===== config.mk =====
export PLATFORM = sky130hd
export DESIGN_NAME = mp3_overlay_top
export DESIGN_NICKNAME = d
export VERILOG_FILES = /design/src/pixel_stream_pkg.sv /design/src/ui_layout_pkg.sv /design/src/button_event_tracker.sv /design/src/glyph_raster.sv /design/src/mp3_overlay_top.sv /design/src/pixel_compositor.sv /design/src/volume_bar_raster.sv
export SDC_FILE = /design/constraint.sdc
export NUM_CORES = 1
export LEC_CHECK = 0
export BUFFER_PORTS_ARGS = -buffer_cell sky130_fd_sc_hd__buf_2
export CORE_MARGIN = 2
export CORE_UTILIZATION = 57
export DETAILED_ROUTE_END_ITERATION = 7
export GPL_ROUTABILITY_DRIVEN = 0
export PLACE_DENSITY = 0.8
export SKIP_LAST_GASP = 1
export SYNTH_ARGS = -nofsm -noshare
export SYNTH_HDL_FRONTEND = slang
export SYNTH_HIERARCHICAL = 1
export SYNTH_SLANG_ARGS = --single-unit

===== constraint.sdc =====
create_clock -name clk -period 2.05 [get_ports clk]
set_clock_uncertainty 0.15 [all_clocks]
set_input_delay 0 -clock clk [delete_from_list [all_inputs] [get_ports clk]]
set_output_delay 0 -clock clk [all_outputs]
set_load 0.01 [all_outputs]

===== src/pixel_stream_pkg.sv =====
package pixel_stream_pkg;

    ////////////////////////////////////////////////////////////////////////////
    // stream word formats
    ////////////////////////////////////////////////////////////////////////////

    localparam int COORD_W = 16;
    localparam int CHAN_W  = 4;

    // screen coordinate, signed so off-screen requests compare sanely
    typedef logic signed [COORD_W-1:0] coord_t;

    // 12-bit colour, 4 bits per channel
    typedef struct packed {
        logic [CHAN_W-1:0] red;
        logic [CHAN_W-1:0] green;
        logic [CHAN_W-1:0] blue;
    } rgb_t;

    // one pixel request from the upstream source
    typedef struct packed {
        coord_t x;
        coord_t y;
    } pix_req_t;

    // channel saturation value
    localparam logic [CHAN_W-1:0] CHAN_FULL = '1;
    localparam logic [CHAN_W-1:0] CHAN_ZERO = '0;

endpackage


===== src/ui_layout_pkg.sv =====
package ui_layout_pkg;

    ////////////////////////////////////////////////////////////////////////////
    // palette
    ////////////////////////////////////////////////////////////////////////////

    localparam pixel_stream_pkg::rgb_t COLOR_ICON = '{
        red:   pixel_stream_pkg::CHAN_FULL,
        green: pixel_stream_pkg::CHAN_FULL,
        blue:  pixel_stream_pkg::CHAN_FULL
    };

    // yellow box around an active glyph
    localparam pixel_stream_pkg::rgb_t COLOR_HILITE = '{
        red:   pixel_stream_pkg::CHAN_FULL,
        green: pixel_stream_pkg::CHAN_FULL,
        blue:  pixel_stream_pkg::CHAN_ZERO
    };

    localparam pixel_stream_pkg::rgb_t COLOR_VOL = COLOR_ICON;

    // fixed border tint while playing
    localparam pixel_stream_pkg::rgb_t COLOR_BORDER = '{
        red:   pixel_stream_pkg::CHAN_ZERO,
        green: pixel_stream_pkg::CHAN_FULL,
        blue:  pixel_stream_pkg::CHAN_FULL
    };

    localparam pixel_stream_pkg::rgb_t COLOR_BG = '0;

    ////////////////////////////////////////////////////////////////////////////
    // layout constants and hit flags
    ////////////////////////////////////////////////////////////////////////////

    localparam int BORDER_W     = 15;
    localparam int VOL_SEGMENTS = 8;

    // per-pixel hit flags, filled by the raster side
    typedef struct packed {
        logic glyph;
        logic hilite;
        logic border;
        logic vol;
    } hit_t;

    // highlight flags, at most one set at a time
    typedef struct packed {
        logic next;
        logic prev;
        logic play;
    } hilite_t;

endpackage


===== src/button_event_tracker.sv =====
module button_event_tracker #(
    parameter int HOLD_SHORT = 50,
    parameter int HOLD_LONG  = 5000
) (
    input  logic                   clk,
    input  logic                   rst_n,
    input  logic                   i_next,
    input  logic                   i_prev,
    input  logic                   i_pause,
    output ui_layout_pkg::hilite_t o_hilite
);
    import ui_layout_pkg::*;

    // counter sized for the longer hold
    localparam int CNT_W = $clog2(HOLD_LONG + 1);

    typedef enum logic [1:0] {
        ST_IDLE,
        ST_SHORT,
        ST_LONG
    } state_t;

    state_t           state_q;
    logic [CNT_W-1:0] hold_cnt_q;
    logic             pause_q;
    logic             pause_chg;
    logic             hold_done;
    hilite_t          hilite_q;

    assign pause_chg = (i_pause != pause_q);

    always_comb begin
        case (state_q)
            ST_SHORT: hold_done = (hold_cnt_q == CNT_W'(HOLD_SHORT));
            ST_LONG:  hold_done = (hold_cnt_q == CNT_W'(HOLD_LONG));
            default:  hold_done = 1'b0;
        endcase
    end

    // pause level is tracked every cycle so changes during a hold are dropped
    always_ff @(posedge clk or negedge rst_n) begin
        if (!rst_n) begin
            state_q    <= ST_IDLE;
            hold_cnt_q <= '0;
            pause_q    <= 1'b0;
            hilite_q   <= '0;
        end else begin
            pause_q <= i_pause;
            case (state_q)
                ST_IDLE: begin
                    hold_cnt_q <= '0;
                    // next beats prev, both beat a pause change
                    if (i_next) begin
                        hilite_q.next <= 1'b1;
                        state_q       <= ST_SHORT;
                    end else if (i_prev) begin
                        hilite_q.prev <= 1'b1;
                        state_q       <= ST_SHORT;
                    end else if (pause_chg) begin
                        hilite_q.play <= 1'b1;
                        state_q       <= ST_LONG;
                    end
                end
                default: begin
                    if (hold_done) begin
                        hilite_q <= '0;
                        state_q  <= ST_IDLE;
                    end else begin
                        hold_cnt_q <= hold_cnt_q + 1'b1;
                    end
                end
            endcase
        end
    end

    assign o_hilite = hilite_q;

    // only one box may be lit at any time
    a_hilite_onehot: assert property (@(posedge clk) disable iff (!rst_n)
        $onehot0(hilite_q));

endmodule


===== src/glyph_raster.sv =====
module glyph_raster #(
    parameter int H_RES = 640,
    parameter int V_RES = 480
) (
    input  pixel_stream_pkg::pix_req_t i_pix,
    input  logic                       i_pause,
    input  ui_layout_pkg::hilite_t     i_hilite,
    output logic                       o_glyph,
    output logic                       o_hilite_hit
);

    ////////////////////////////////////////////////////////////////////////////
    // geometry
    ////////////////////////////////////////////////////////////////////////////

    localparam int SQ      = V_RES / 64;
    localparam int SX      = H_RES / 2;
    localparam int SY      = 3 * V_RES / 4;
    localparam int SX_NEXT = SX + 16 * SQ;
    localparam int SX_PREV = SX - 16 * SQ;
    localparam int SY_MID  = SY + 2 * SQ;
    localparam int SY_END  = SY + 4 * SQ;
    // highlight box margin around each glyph
    localparam int BOX     = 3;

    int   px;
    int   py;
    logic play_tri;
    logic pause_bars;
    logic next_tri;
    logic next_bar;
    logic prev_tri;
    logic prev_bar;
    logic play_box;
    logic next_box;
    logic prev_box;

    function automatic logic in_rect(int x, int y, int x0, int y0, int x1, int y1);
        return (x >= x0) && (x < x1) && (y >= y0) && (y < y1);
    endfunction

    // triangle half-width, widest at the middle row
    function automatic int tri_width(int y);
        return (y > SY_MID) ? (SY_END - y) : (y - SY);
    endfunction

    ////////////////////////////////////////////////////////////////////////////
    // hit tests
    ////////////////////////////////////////////////////////////////////////////

    always_comb begin
        px = i_pix.x;
        py = i_pix.y;

        // right pointing, flat side at x0
        play_tri = (py >= SY) && (py < SY_END) && (px >= SX) && (px < SX + tri_width(py));
        next_tri = (py >= SY) && (py < SY_END) && (px >= SX_NEXT)
                   && (px < SX_NEXT + tri_width(py));
        // mirror of next, flat side at SX_PREV + 2*SQ
        prev_tri = (py >= SY) && (py < SY_END) && (px < SX_PREV + 2 * SQ)
                   && (px >= SX_PREV + 2 * SQ - tri_width(py));

        pause_bars = in_rect(px, py, SX, SY, SX + SQ, SY_END)
                     || in_rect(px, py, SX + 2 * SQ, SY, SX + 3 * SQ, SY_END);
        next_bar   = in_rect(px, py, SX_NEXT - 2 * SQ, SY, SX_NEXT - SQ, SY_END);
        prev_bar   = in_rect(px, py, SX_PREV + 3 * SQ, SY, SX_PREV + 4 * SQ, SY_END);

        play_box = in_rect(px, py, SX - BOX, SY - BOX, SX + 3 * SQ + BOX, SY_END + BOX);
        next_box = in_rect(px, py, SX_NEXT - 2 * SQ - BOX, SY - BOX,
                           SX_NEXT + 2 * SQ + BOX, SY_END + BOX);
        prev_box = in_rect(px, py, SX_PREV - BOX, SY - BOX,
                           SX_PREV + 4 * SQ + BOX, SY_END + BOX);
    end

    // play shape while paused, pause bars while playing
    assign o_glyph = (i_pause && play_tri) || (!i_pause && pause_bars)
                     || next_tri || next_bar || prev_tri || prev_bar;

    assign o_hilite_hit = (i_hilite.play && play_box) || (i_hilite.next && next_box)
                          || (i_hilite.prev && prev_box);

endmodule


===== src/mp3_overlay_top.sv =====
module mp3_overlay_top #(
    parameter int H_RES      = 640,
    parameter int V_RES      = 480,
    parameter int HOLD_SHORT = 50,
    parameter int HOLD_LONG  = 5000,
    parameter int CREDITS    = 4
) (
    input  logic                       clk,
    input  logic                       rst_n,
    input  logic                       i_pix_valid,
    input  pixel_stream_pkg::pix_req_t i_pix,
    input  logic                       i_credit_ret,
    input  logic                       i_next,
    input  logic                       i_prev,
    input  logic                       i_pause,
    input  logic                       i_vol_active,
    input  logic [3:0]                 i_vol_atten,
    output logic                       o_pix_ready,
    output logic                       o_pix_valid,
    output pixel_stream_pkg::rgb_t     o_pix
);
    import ui_layout_pkg::*;

    hilite_t hilite;
    hit_t    hit;
    logic    vol_hit;

    button_event_tracker #(
        .HOLD_SHORT (HOLD_SHORT),
        .HOLD_LONG  (HOLD_LONG)
    ) u_tracker (
        .clk      (clk),
        .rst_n    (rst_n),
        .i_next   (i_next),
        .i_prev   (i_prev),
        .i_pause  (i_pause),
        .o_hilite (hilite)
    );

    glyph_raster #(
        .H_RES (H_RES),
        .V_RES (V_RES)
    ) u_glyph (
        .i_pix        (i_pix),
        .i_pause      (i_pause),
        .i_hilite     (hilite),
        .o_glyph      (hit.glyph),
        .o_hilite_hit (hit.hilite)
    );

    volume_bar_raster #(
        .H_RES (H_RES),
        .V_RES (V_RES)
    ) u_volume (
        .i_pix       (i_pix),
        .i_vol_atten (i_vol_atten),
        .o_vol       (vol_hit)
    );

    // on-screen frame strip of BORDER_W pixels
    assign hit.border = (i_pix.x >= 0) && (i_pix.x < H_RES)
                        && (i_pix.y >= 0) && (i_pix.y < V_RES)
                        && ((i_pix.x < BORDER_W) || (i_pix.x >= H_RES - BORDER_W)
                            || (i_pix.y < BORDER_W) || (i_pix.y >= V_RES - BORDER_W));

    // column only shows while a volume key is held
    assign hit.vol = vol_hit && i_vol_active;

    pixel_compositor #(
        .CREDITS (CREDITS)
    ) u_compositor (
        .clk          (clk),
        .rst_n        (rst_n),
        .i_pix_valid  (i_pix_valid),
        .i_credit_ret (i_credit_ret),
        .i_hit        (hit),
        .i_pause      (i_pause),
        .o_pix_ready  (o_pix_ready),
        .o_pix_valid  (o_pix_valid),
        .o_pix        (o_pix)
    );

endmodule


===== src/pixel_compositor.sv =====
module pixel_compositor #(
    parameter int CREDITS = 4
) (
    input  logic                   clk,
    input  logic                   rst_n,
    input  logic                   i_pix_valid,
    input  logic                   i_credit_ret,
    input  ui_layout_pkg::hit_t    i_hit,
    input  logic                   i_pause,
    output logic                   o_pix_ready,
    output logic                   o_pix_valid,
    output pixel_stream_pkg::rgb_t o_pix
);
    import pixel_stream_pkg::*;
    import ui_layout_pkg::*;

    localparam int CW = $clog2(CREDITS + 1);

    logic [CW-1:0] credit_q;
    logic          accept;
    logic          s1_valid_q;
    logic          s2_valid_q;
    hit_t          s1_hit_q;
    logic          s1_pause_q;
    rgb_t          color_d;
    rgb_t          color_q;

    ////////////////////////////////////////////////////////////////////////////
    // credit counter
    ////////////////////////////////////////////////////////////////////////////

    assign o_pix_ready = (credit_q != '0);
    assign accept      = i_pix_valid && o_pix_ready;

    always_ff @(posedge clk or negedge rst_n) begin
        if (!rst_n) begin
            credit_q <= CW'(CREDITS);
        end else begin
            case ({accept, i_credit_ret})
                2'b10:   credit_q <= credit_q - 1'b1;
                2'b01:   credit_q <= credit_q + 1'b1;
                default: credit_q <= credit_q;
            endcase
        end
    end

    ////////////////////////////////////////////////////////////////////////////
    // two-stage pipeline that never stalls
    ////////////////////////////////////////////////////////////////////////////

    always_ff @(posedge clk or negedge rst_n) begin
        if (!rst_n) begin
            s1_valid_q <= 1'b0;
            s2_valid_q <= 1'b0;
        end else begin
            s1_valid_q <= accept;
            s2_valid_q <= s1_valid_q;
        end
    end

    always_ff @(posedge clk) begin
        if (accept) begin
            s1_hit_q   <= i_hit;
            s1_pause_q <= i_pause;
        end
        if (s1_valid_q) begin
            color_q <= color_d;
        end
    end

    // colour priority with the glyph on top
    always_comb begin
        if (s1_hit_q.glyph) begin
            color_d = COLOR_ICON;
        end else if (s1_hit_q.hilite) begin
            color_d = COLOR_HILITE;
        end else if (s1_hit_q.border && !s1_pause_q) begin
            color_d = COLOR_BORDER;
        end else if (s1_hit_q.vol) begin
            color_d = COLOR_VOL;
        end else begin
            color_d = COLOR_BG;
        end
    end

    assign o_pix_valid = s2_valid_q;
    assign o_pix       = color_q;

    // sink must never return more credits than it was given
    a_credit_bound: assert property (@(posedge clk) disable iff (!rst_n)
        credit_q <= CW'(CREDITS));

    // every pixel in the pipe still holds the credit it took on entry
    a_no_overdraw: assert property (@(posedge clk) disable iff (!rst_n)
        int'(s1_valid_q) + int'(s2_valid_q) + int'(credit_q) <= CREDITS);

endmodule


===== src/volume_bar_raster.sv =====
module volume_bar_raster #(
    parameter int H_RES = 640,
    parameter int V_RES = 480
) (
    input  pixel_stream_pkg::pix_req_t i_pix,
    input  logic [3:0]                 i_vol_atten,
    output logic                       o_vol
);
    import ui_layout_pkg::*;

    localparam int SQ = V_RES / 64;
    // column left edge and bottom line
    localparam int VX = H_RES / 2 + 36 * SQ;
    localparam int VB = 3 * V_RES / 4 - SQ;

    int                      px;
    int                      py;
    int                      lit_cnt;
    logic                    in_col;
    logic [VOL_SEGMENTS-1:0] lit_mask;
    logic [VOL_SEGMENTS-1:0] seg_hit;

    always_comb begin
        px = i_pix.x;
        py = i_pix.y;

        // lit segments, floored at zero
        if (int'(i_vol_atten) >= VOL_SEGMENTS) begin
            lit_cnt = 0;
        end else begin
            lit_cnt = VOL_SEGMENTS - int'(i_vol_atten);
        end

        in_col = (px >= VX) && (px < VX + 2 * SQ);

        // segment 0 at the bottom, each one SQ tall on a 2*SQ pitch
        for (int k = 0; k < VOL_SEGMENTS; k++) begin
            lit_mask[k] = (k < lit_cnt);
            seg_hit[k]  = in_col && (py >= VB - (2 * k + 1) * SQ) && (py < VB - 2 * k * SQ);
        end
    end

    assign o_vol = |(seg_hit & lit_mask);

endmodule


# == Yosys cells after proc, flatten, opt, wreduce, memory -nomap -nowiden ==
# Index checks and enable logic that the tools add are counted.
# totals
ff_bits,41
in_bits,44
output_inout_bits,14
elab_cells,202
# classes
addsub,9
n_lt_le_gt_ge,59
n_eq_ne,14
muxes,21
bitwise_logic,1
reduce_logical,81
# ops
operator,n
$ge A16 B10 Y1 const B,16
$lt A16 B10 Y1 const B,15
$lt A4 B32 Y1 const A,4
$add A10 B32 Y32 const A,2
$lt A16 B32 Y1,2
$lt A16 B9 Y1 const B,4
$lt A3 B32 Y1 const A,2
$mux W32,2
$logic_and A1 B1 Y1,57
$ge A16 B9 Y1 const B,3
$ge A16 B1 Y1 const B,2
$ge A16 B11 Y1 const B,2
$ge A16 B32 Y1,1
$lt A1 B32 Y1 const A,1
$lt A16 B11 Y1 const B,2
$lt A16 B5 Y1 const B,2
$lt A2 B32 Y1 const A,1
$sub A9 B32 Y32 const A,1
$mux W13,2
$mux W12,2
$sub A10 B16 Y17 const A,1
$sub A16 B10 Y17 const B,1
$gt A16 B10 Y1 const B,1
$add A13 B1 Y13 const B,1
other kinds (30),58

# == Longest topological paths before layout ==
# Gate-level depths: netlist (run 1).
# logic_depth
ltp_word,11
depth_mapped,23
ltp_nobuf,22

# == By module ==
# The synthesis (run 1) kept the hierarchy.
# modules_own_cells
module,n_inst,cells_each,area_per_inst_um2,seq_area_each_um2
glyph_raster,1,594,4329.2,0.0
button_event_tracker,1,101,994.7,475.5
volume_bar_raster,1,95,578.1,0.0
pixel_compositor,1,40,568.0,366.6
mp3_overlay_top,1,25,190.2,0.0

# == Least setup slack after synthesis (run 1) ==
# No wires, ideal clock.
# synth_timing
path_type,input-to-reg
startpoint,input i_pix[0] (netlist name)
endpoint,register u_compositor/s1_hit_q[3] (netlist name) (data pin)
setup_time_ps,268
arrival_ps,4420
required_ps,1632
path_slack_ps,-2788
cell_stages,21
n_path_buf,1
path_cell_list,inv_1 > ha_1 > nand3b_2 > a211oi_2 > nor2_2 > o2bb2ai_1 > xor2_1 > ha_1 > inv_1 > a211oi_1 > buf_2 > o41ai_1 > ha_1 > nand4_1 > nor4_1 > o211ai_1 > o211ai_1 > nor3_1 > mux2_2 > a2111oi_0 > a21oi_1
# synth_lines
item,line,source
start: declaration,mp3_overlay_top.sv:11,"input pixel_stream_pkg::pix_req_t i_pix,"
end signal: assignment,pixel_compositor.sv:63,s1_hit_q <= i_hit;
end: declaration,pixel_compositor.sv:23,hit_t s1_hit_q;

==> results.cfg, run 1 <==
[logic_synthesis]
syn_inst = 855
async_flop_share_pct = 75.0
yosysWarnings = 6
synth_compound_gate_area_share_pct = 27.0
synth-xor-area-share_pct = 7.95
yosys_most_used_dff = dfrtp_1
synth-adder-area-share_pct = 19.8
syn_nets = 1002
synth_seq_cells = 32
synthDistinctLibCells = 98
avgSynthCellArea_um2 = 7.79
yosys.area.top_type_share_pct = 19.2
synth_edf_count = 8
synth_top_family_by_area = compound AO/OA/AOI/OAI gates
synth.yosys.seq_area_share_pct = 12.6
netlist_top_cells_count = ha_1, o21ai_0, nand2_1
synth_top_area_cell = ha_1
yosys.area_share.simple_pct = 26.0
yosysMostFrequentCell = ha_1
ys_top_cells_by_area = ha_1, dfrtp_1, o21ai_0
synth_area_um2 = 6660
synthMuxAreaShare_pct = 0.658

[power_and_ir_drop]
ir_drop_uv = 557
powerDensity_nw_per_um2 = 469
power.total_mw = 4.40
leakagePower_nw = 4.15

[finish]
area_growth_pct = 41.1
fin_cells = 1244
finalInstanceArea_um2 = 9400
drive_gt1_share_pct = 34.8
diodes = 0
nets = 1247

[critical_path]
start_kind = input port
r2r_end = u_compositor/credit_q[2]
critPathRequiredTime_ns = 1.92
critical_path.max_stage_delay_ns = 0.41
critical_path.cell_chain = buf_2 -> nor4_4 -> buf_4 -> a21oi_4 -> buf_4 -> o211ai_1 -> o21ai_2 -> or2_2 -> a211oi_4 -> buf_2 -> nand4bb_1 -> xor2_1 -> ha_1 -> nand2_1 -> nor3_2 -> a221oi_2 -> nand2_1 -> a32oi_2 -> o211ai_1 -> a2111oi_4 -> a21oi_1
r2r-start = u_compositor/credit_q[1]
crit_slowest_cell = o211ai_1
critPathCaptureType = flop
startpoint = i_pix[9]
criticalPathCategory = input port to flop
worstSetupEndpoint = u_compositor/s1_hit_q[3]
arrival_ns = 4.54
worstPathMaxFanout = 6
r2r_cells = 8
r2r_slack_ns = 0.03

[die]
die_y_um = 112
coreArea_um2 = 11400
start_util_pct = 58.3
fp.dieW_um = 112
rows = 39
die_area_um2 = 12600
io_pins = 58

[clocking]
htree_levels = 2
numCtsBuffers = 5
cts_buffer_depth = 2
clock-sinks = 32
clkTransAtPathRegs_ns = 0.05
cts-root-buf = clkbuf_16
cts_tree = yes
clock_latency_ns = 0.28

[placement]
place_ws_ns = -2.74
place_area_um2 = 8490
portBuffers = 57
place_inst = 1198
dp_hpwl_mm = 15.8

[sta]
finalSetupViolations = 1
setup_ws_ns = -2.62
hold_violations = 0
relSlewSlack_pct = 64.5
layout_min_cycle_time_ns = 4.67
period_share_pct = 228
drv_slew = 0
whs_ns = 0.0960
rsz0062_at_grt = true
worst_slew_pin_slew_ns = 0.532
max_clock_freq_ghz = 0.214

[route]
dr_total_vias = 8548
wire_per_inst_um = 20.6
totalWireLength_mm = 25.7
drc = 0
drtPass1Iterations = 6
viasPerCell = 6.87
top_layer_used = met4
met2_length_mm = 11.9
drtIter0Drc = 1132
postRouteAntennaNets = 0
route.met3.wl_mm = 2.33
drt-met1-wl_mm = 9.59

[grt]
antenna_found_initial = 0
grt_pass1_wl_mm = 36.3
track_usage_pct = 34.5
overflow = 0
grt_max_degree = 25
first_global_vias = 7786

[run]
drv_cap = 0

[run_status]
violations = negative setup slack
status = finished, violations left

[hold_path]
hold_path_class = input port to async pin
## kinds of logic after synthesis
logic type      Yosys count
compound gates          261
xor+xnor                 57
fa+ha+maj               105
buf+inv                  79
flops                    32
mux                       4
simple gates            317
## worst min-delay path by stage
stage                from  slack [ns]  cells past startpoint                        to
floorplan           rst_n       -0.45                      0  u_compositor/credit_q[0]
global placement    rst_n       -0.15                      1  u_compositor/credit_q[1]
detailed placement  rst_n       -0.14                      1  u_compositor/o_pix_valid
CTS                 rst_n        0.11                      2  u_compositor/o_pix_valid
global route        rst_n        0.14                      2  u_compositor/o_pix_valid
finish              rst_n         0.1                      2  u_compositor/o_pix_valid
## power breakdown
part	internal (mW)	switching [mW]	total [mW]
sequential	0.747	0.0456	0.793
combinational	1.25	1.49	2.74
clock	0.601	0.268	0.869
total	2.60	1.80	4.40
## through the flow
step,TNS [ns],utilization (%)
after floorplan,-2.39,-
after global placement,-2.60,74.3
after detailed placement,-2.97,74.3
after CTS,-2.27,78.7
after global routing,-2.80,82.3
final,-2.62,82.3
## layout by cell type (no fill, tap or decap), types with 5 or more instances in the layout
| cell type | count |
|---|---|
| buf_4 | 201 |
| ha_1 | 95 |
| o21ai_0 | 74 |
| nand2_1 | 66 |
| nor2_1 | 61 |
| buf_2 | 56 |
| a21oi_1 | 40 |
| inv_1 | 29 |
| nor3_1 | 28 |
| nand3_1 | 27 |
| xnor2_1 | 26 |
| nand4_1 | 24 |
| xor2_1 | 24 |
| dfrtp_1 | 23 |
| o211ai_1 | 15 |
| nor2b_1 | 13 |
| nor4_1 | 11 |
| a211oi_1 | 11 |
| buf_12 | 11 |
| o21ai_1 | 11 |
| nand2b_1 | 10 |
| o41ai_2 | 9 |
| edfxtp_1 | 8 |
| o31ai_1 | 8 |
| o2111ai_1 | 8 |
| dlygate4sd3_1 | 7 |
| o22ai_1 | 7 |
| a21o_1 | 7 |
| buf_6 | 7 |
| a31oi_1 | 6 |
| nor4b_1 | 6 |
| and3_1 | 6 |
| clkbuf_16 | 5 |
| o21ai_2 | 5 |
| nor3_2 | 5 |
| nand3b_1 | 5 |
## sequential cells by signal, summed over array words and instances, names as in the netlist
register / count
u_compositor/credit_q: 3
u_compositor/o_pix: 3
u_compositor/o_pix_valid: 1
u_compositor/s1_hit_q: 4
u_compositor/s1_pause_q: 1
u_compositor/s1_valid_q: 1
u_tracker/hold_cnt_q: 13
u_tracker/o_hilite: 3
u_tracker/pause_q: 1
u_tracker/state_q: 2
## metal layers
| metal | GRT usage, % | vias up |
|---|---|---|
| met3 | 4.64 | 217 |
| met5 | 0 | - |
| met2 | 61.3 | 632 |
| met1 | 41.7 | 3949 |
| li1 | - | 3750 |
| met4 | 15.0 | 0 |
## critical path, delay by kind of cell
| kind | cells | cell delay, ns |
|---|---|---|
| AO/OA/AOI/OAI | 9 | 2.18 |
| XOR/XNOR | 1 | 0.24 |
| adder cells (fa/ha/maj) | 1 | 0.32 |
| buffers and inverters | 4 | 0.71 |
| AND/OR/NAND/NOR | 6 | 1.08 |
## cell type report
class / count / area [um^2]
Timing Repair Buffer: 285 / 2200
Tap cell: 143 / 179
Multi-Input combinational cell: 745 / 5880
Clock buffer: 6 / 139
Inverter: 31 / 121
Fill cell: 640 / 2020
Sequential cell: 32 / 842
Clock inverter: 2 / 33.8
## repair_timing
item	in CTS	in global routing
setup endpoints to repair	8	4
hold endpoints to repair	32	0
cloned	1	1
setup buffers	16	13
pin swaps	29	45
gates resized for setup	26	62
hold buffers	7	0
Note: power is estimated with default switching activity, not from simulation.
==> run 2, diff against run 1 <==
--- a/config.mk
+++ b/config.mk
@@ -8,6 +8,7 @@
 export BUFFER_PORTS_ARGS = -buffer_cell sky130_fd_sc_hd__buf_2
 export CORE_MARGIN = 2
 export CORE_UTILIZATION = 57
+export CTS_BUF_LIST = sky130_fd_sc_hd__clkbuf_16
 export DETAILED_ROUTE_END_ITERATION = 7
 export GPL_ROUTABILITY_DRIVEN = 0
 export PLACE_DENSITY = 0.8
==> run 2 against run 1 <==
Net effect: the flow still finishes with violations (negative setup slack); hold slack improved by 0.0014 ns; register-to-register slack is essentially flat; global-route usage about the same; combinational power increased by 3%; highest routed layer unchanged; cell count barely moved; sequential share of layout area barely moved; critical path depth up 4.
==> results.cfg, run 2 (synthesis gave the netlist of run 1 again) <==
[critical_path]
r2r_end = u_compositor/credit_q[2]
arrival_ns = 4.46
critPathCaptureType = flop
critPathRequiredTime_ns = 1.92
startpoint = i_pix[0]
start_kind = input port
criticalPathCategory = input port to flop
worstPathMaxFanout = 4
r2r_cells = 8
r2r-start = u_compositor/credit_q[1]
r2r_slack_ns = 0.03

[sta]
whs_ns = 0.0973
worst_slew_pin_slew_ns = 0.740
finalSetupViolations = 1
layout_min_cycle_time_ns = 4.59
rsz0062_at_grt = true
relSlewSlack_pct = 50.3
period_share_pct = 224
max_clock_freq_ghz = 0.218
setup_ws_ns = -2.54
hold_violations = 0
drv_slew = 0

[route]
drc = 0
met2_length_mm = 12.1
viasPerCell = 6.98
dr_total_vias = 8688
totalWireLength_mm = 26.8
drt-met1-wl_mm = 9.73
postRouteAntennaNets = 0
drtPass1Iterations = 5
route.met3.wl_mm = 2.70
drtIter0Drc = 1147
top_layer_used = met4
wire_per_inst_um = 21.5

[power_and_ir_drop]
ir_drop_uv = 561
swShare_pct = 41.9
pwr-share-comb_pct = 63.4
pwr-share-seq_pct = 17.9
powerDensity_nw_per_um2 = 471
clockPowerShare_pct = 18.7
leakagePower_nw = 4.15
intPower_mw = 2.57
switching_power_mw = 1.85

[finish]
fin_cells = 1245
nets = 1248
drive_gt1_share_pct = 34.8
largest_reg_flops = 13
multiInputGateArea_um2 = 5870
largest_register = u_tracker/hold_cnt_q
fillCellCount = 646
area_growth_pct = 41.1
reg_top3 = u_tracker/hold_cnt_q: 13 flops, u_compositor/s1_hit_q: 4 flops
mostFrequentLayoutCells = buf_4, ha_1, o21ai_0
mostFrequentLayoutCell = buf_4
diodes = 0
seq_area_um2 = 842

[run_status]
violations = negative setup slack
status = finished, violations left

[die]
die_y_um = 112
fp.dieW_um = 112
io_pins = 58
start_util_pct = 58.3
coreArea_um2 = 11400
die_area_um2 = 12600
rows = 39

[placement]
portBuffers = 57
dp_hpwl_mm = 15.8
place_inst = 1198

[grt]
antenna_found_initial = 0
grt_max_degree = 25
first_global_vias = 7788
grt_pass1_wl_mm = 36.3
overflow = 0
track_usage_pct = 34.5

[run]
drv_cap = 0

[clocking]
cts_buffer_depth = 2
clock-sinks = 32
htree_levels = 2
numCtsBuffers = 5
clkTransAtPathRegs_ns = 0.05
cts-root-buf = clkbuf_16
clock_latency_ns = 0.28
cts_tree = yes

[hold_path]
hold_path_class = input port to async pin
-- run 2: worst max-delay path by stage --
stage | to | slack, ns
floorplan | u_compositor/s1_hit_q[3] | -2.39
global placement | u_compositor/s1_hit_q[3] | -2.60
detailed placement | u_compositor/s1_hit_q[3] | -2.74
CTS | u_compositor/s1_hit_q[3] | -2.27
global route | u_compositor/s1_hit_q[3] | -2.71
finish | u_compositor/s1_hit_q[3] | -2.54
-- run 2: area by class of cell --
cell class,count,share of cell area [%]
Multi-Input combinational cell,745,62.5
Timing Repair Buffer,286,23.6
Sequential cell,32,8.96
Tap cell,143,1.90
Clock buffer,5,1.33
Inverter,31,1.29
Clock inverter,3,0.400
-- run 2: timing repair --
item                                    in CTS  in global routing
hold endpoints to repair                    32                  0
endpoints found under the setup margin       8                  4
setup buffers                               16                 14
cloned                                       1                  1
pin swaps                                   29                 46
hold buffers                                 7                  0
resized for setup                           26                 63
-- run 2: through the flow --
| step | instance area, um^2 | setup WS [ns] | power, mW | util, % | TNS (ns) |
|---|---|---|---|---|---|
| floorplan | 6750 | -2.39 | 2.11 | - | -2.39 |
| global placement | 8490 | -2.60 | 2.98 | 74.3 | -2.60 |
| detailed placement | 8490 | -2.74 | 3.06 | 74.3 | -2.97 |
| CTS | 8970 | -2.27 | 3.98 | 78.6 | -2.27 |
| global route | 9400 | -2.71 | 4.62 | 82.3 | -2.76 |
| finish | 9400 | -2.54 | 4.43 | 82.3 | -2.54 |
-- run 2: layer usage --
layer	up-vias	GRT usage (%)
met5	-	0
met4	0	15.9
met3	250	4.43
met2	692	60.9
met1	3985	41.9
li1	3761	-
-- run 2: power groups by stage --
stage	sequential [mW]	clock (mW)	combinational [mW]
floorplan	0.812	0	1.30
global placement	0.796	0	2.18
detailed placement	0.804	0	2.25
CTS	0.794	0.833	2.35
global route	0.800	0.872	2.95
finish	0.793	0.827	2.81
-- run 2: critical path: stages --
cell and delay [ns]:
buf_8 0.08, inv_6 0.03, buf_4 0.14, ha_1 0.20, nand2b_1 0.20, buf_4 0.18
a21o_1 0.17, o211ai_1 0.18, o21ai_2 0.16, buf_4 0.18, ha_1 0.21, a211oi_2 0.22
buf_6 0.16, buf_12 0.11, o41ai_2 0.06, ha_1 0.32, buf_4 0.15, a21oi_1 0.18
a21oi_1 0.10, a211oi_1 0.42, o21ai_1 0.15, nor3_2 0.18, mux2_4 0.35, o21ai_0 0.24
a21oi_1 0.07
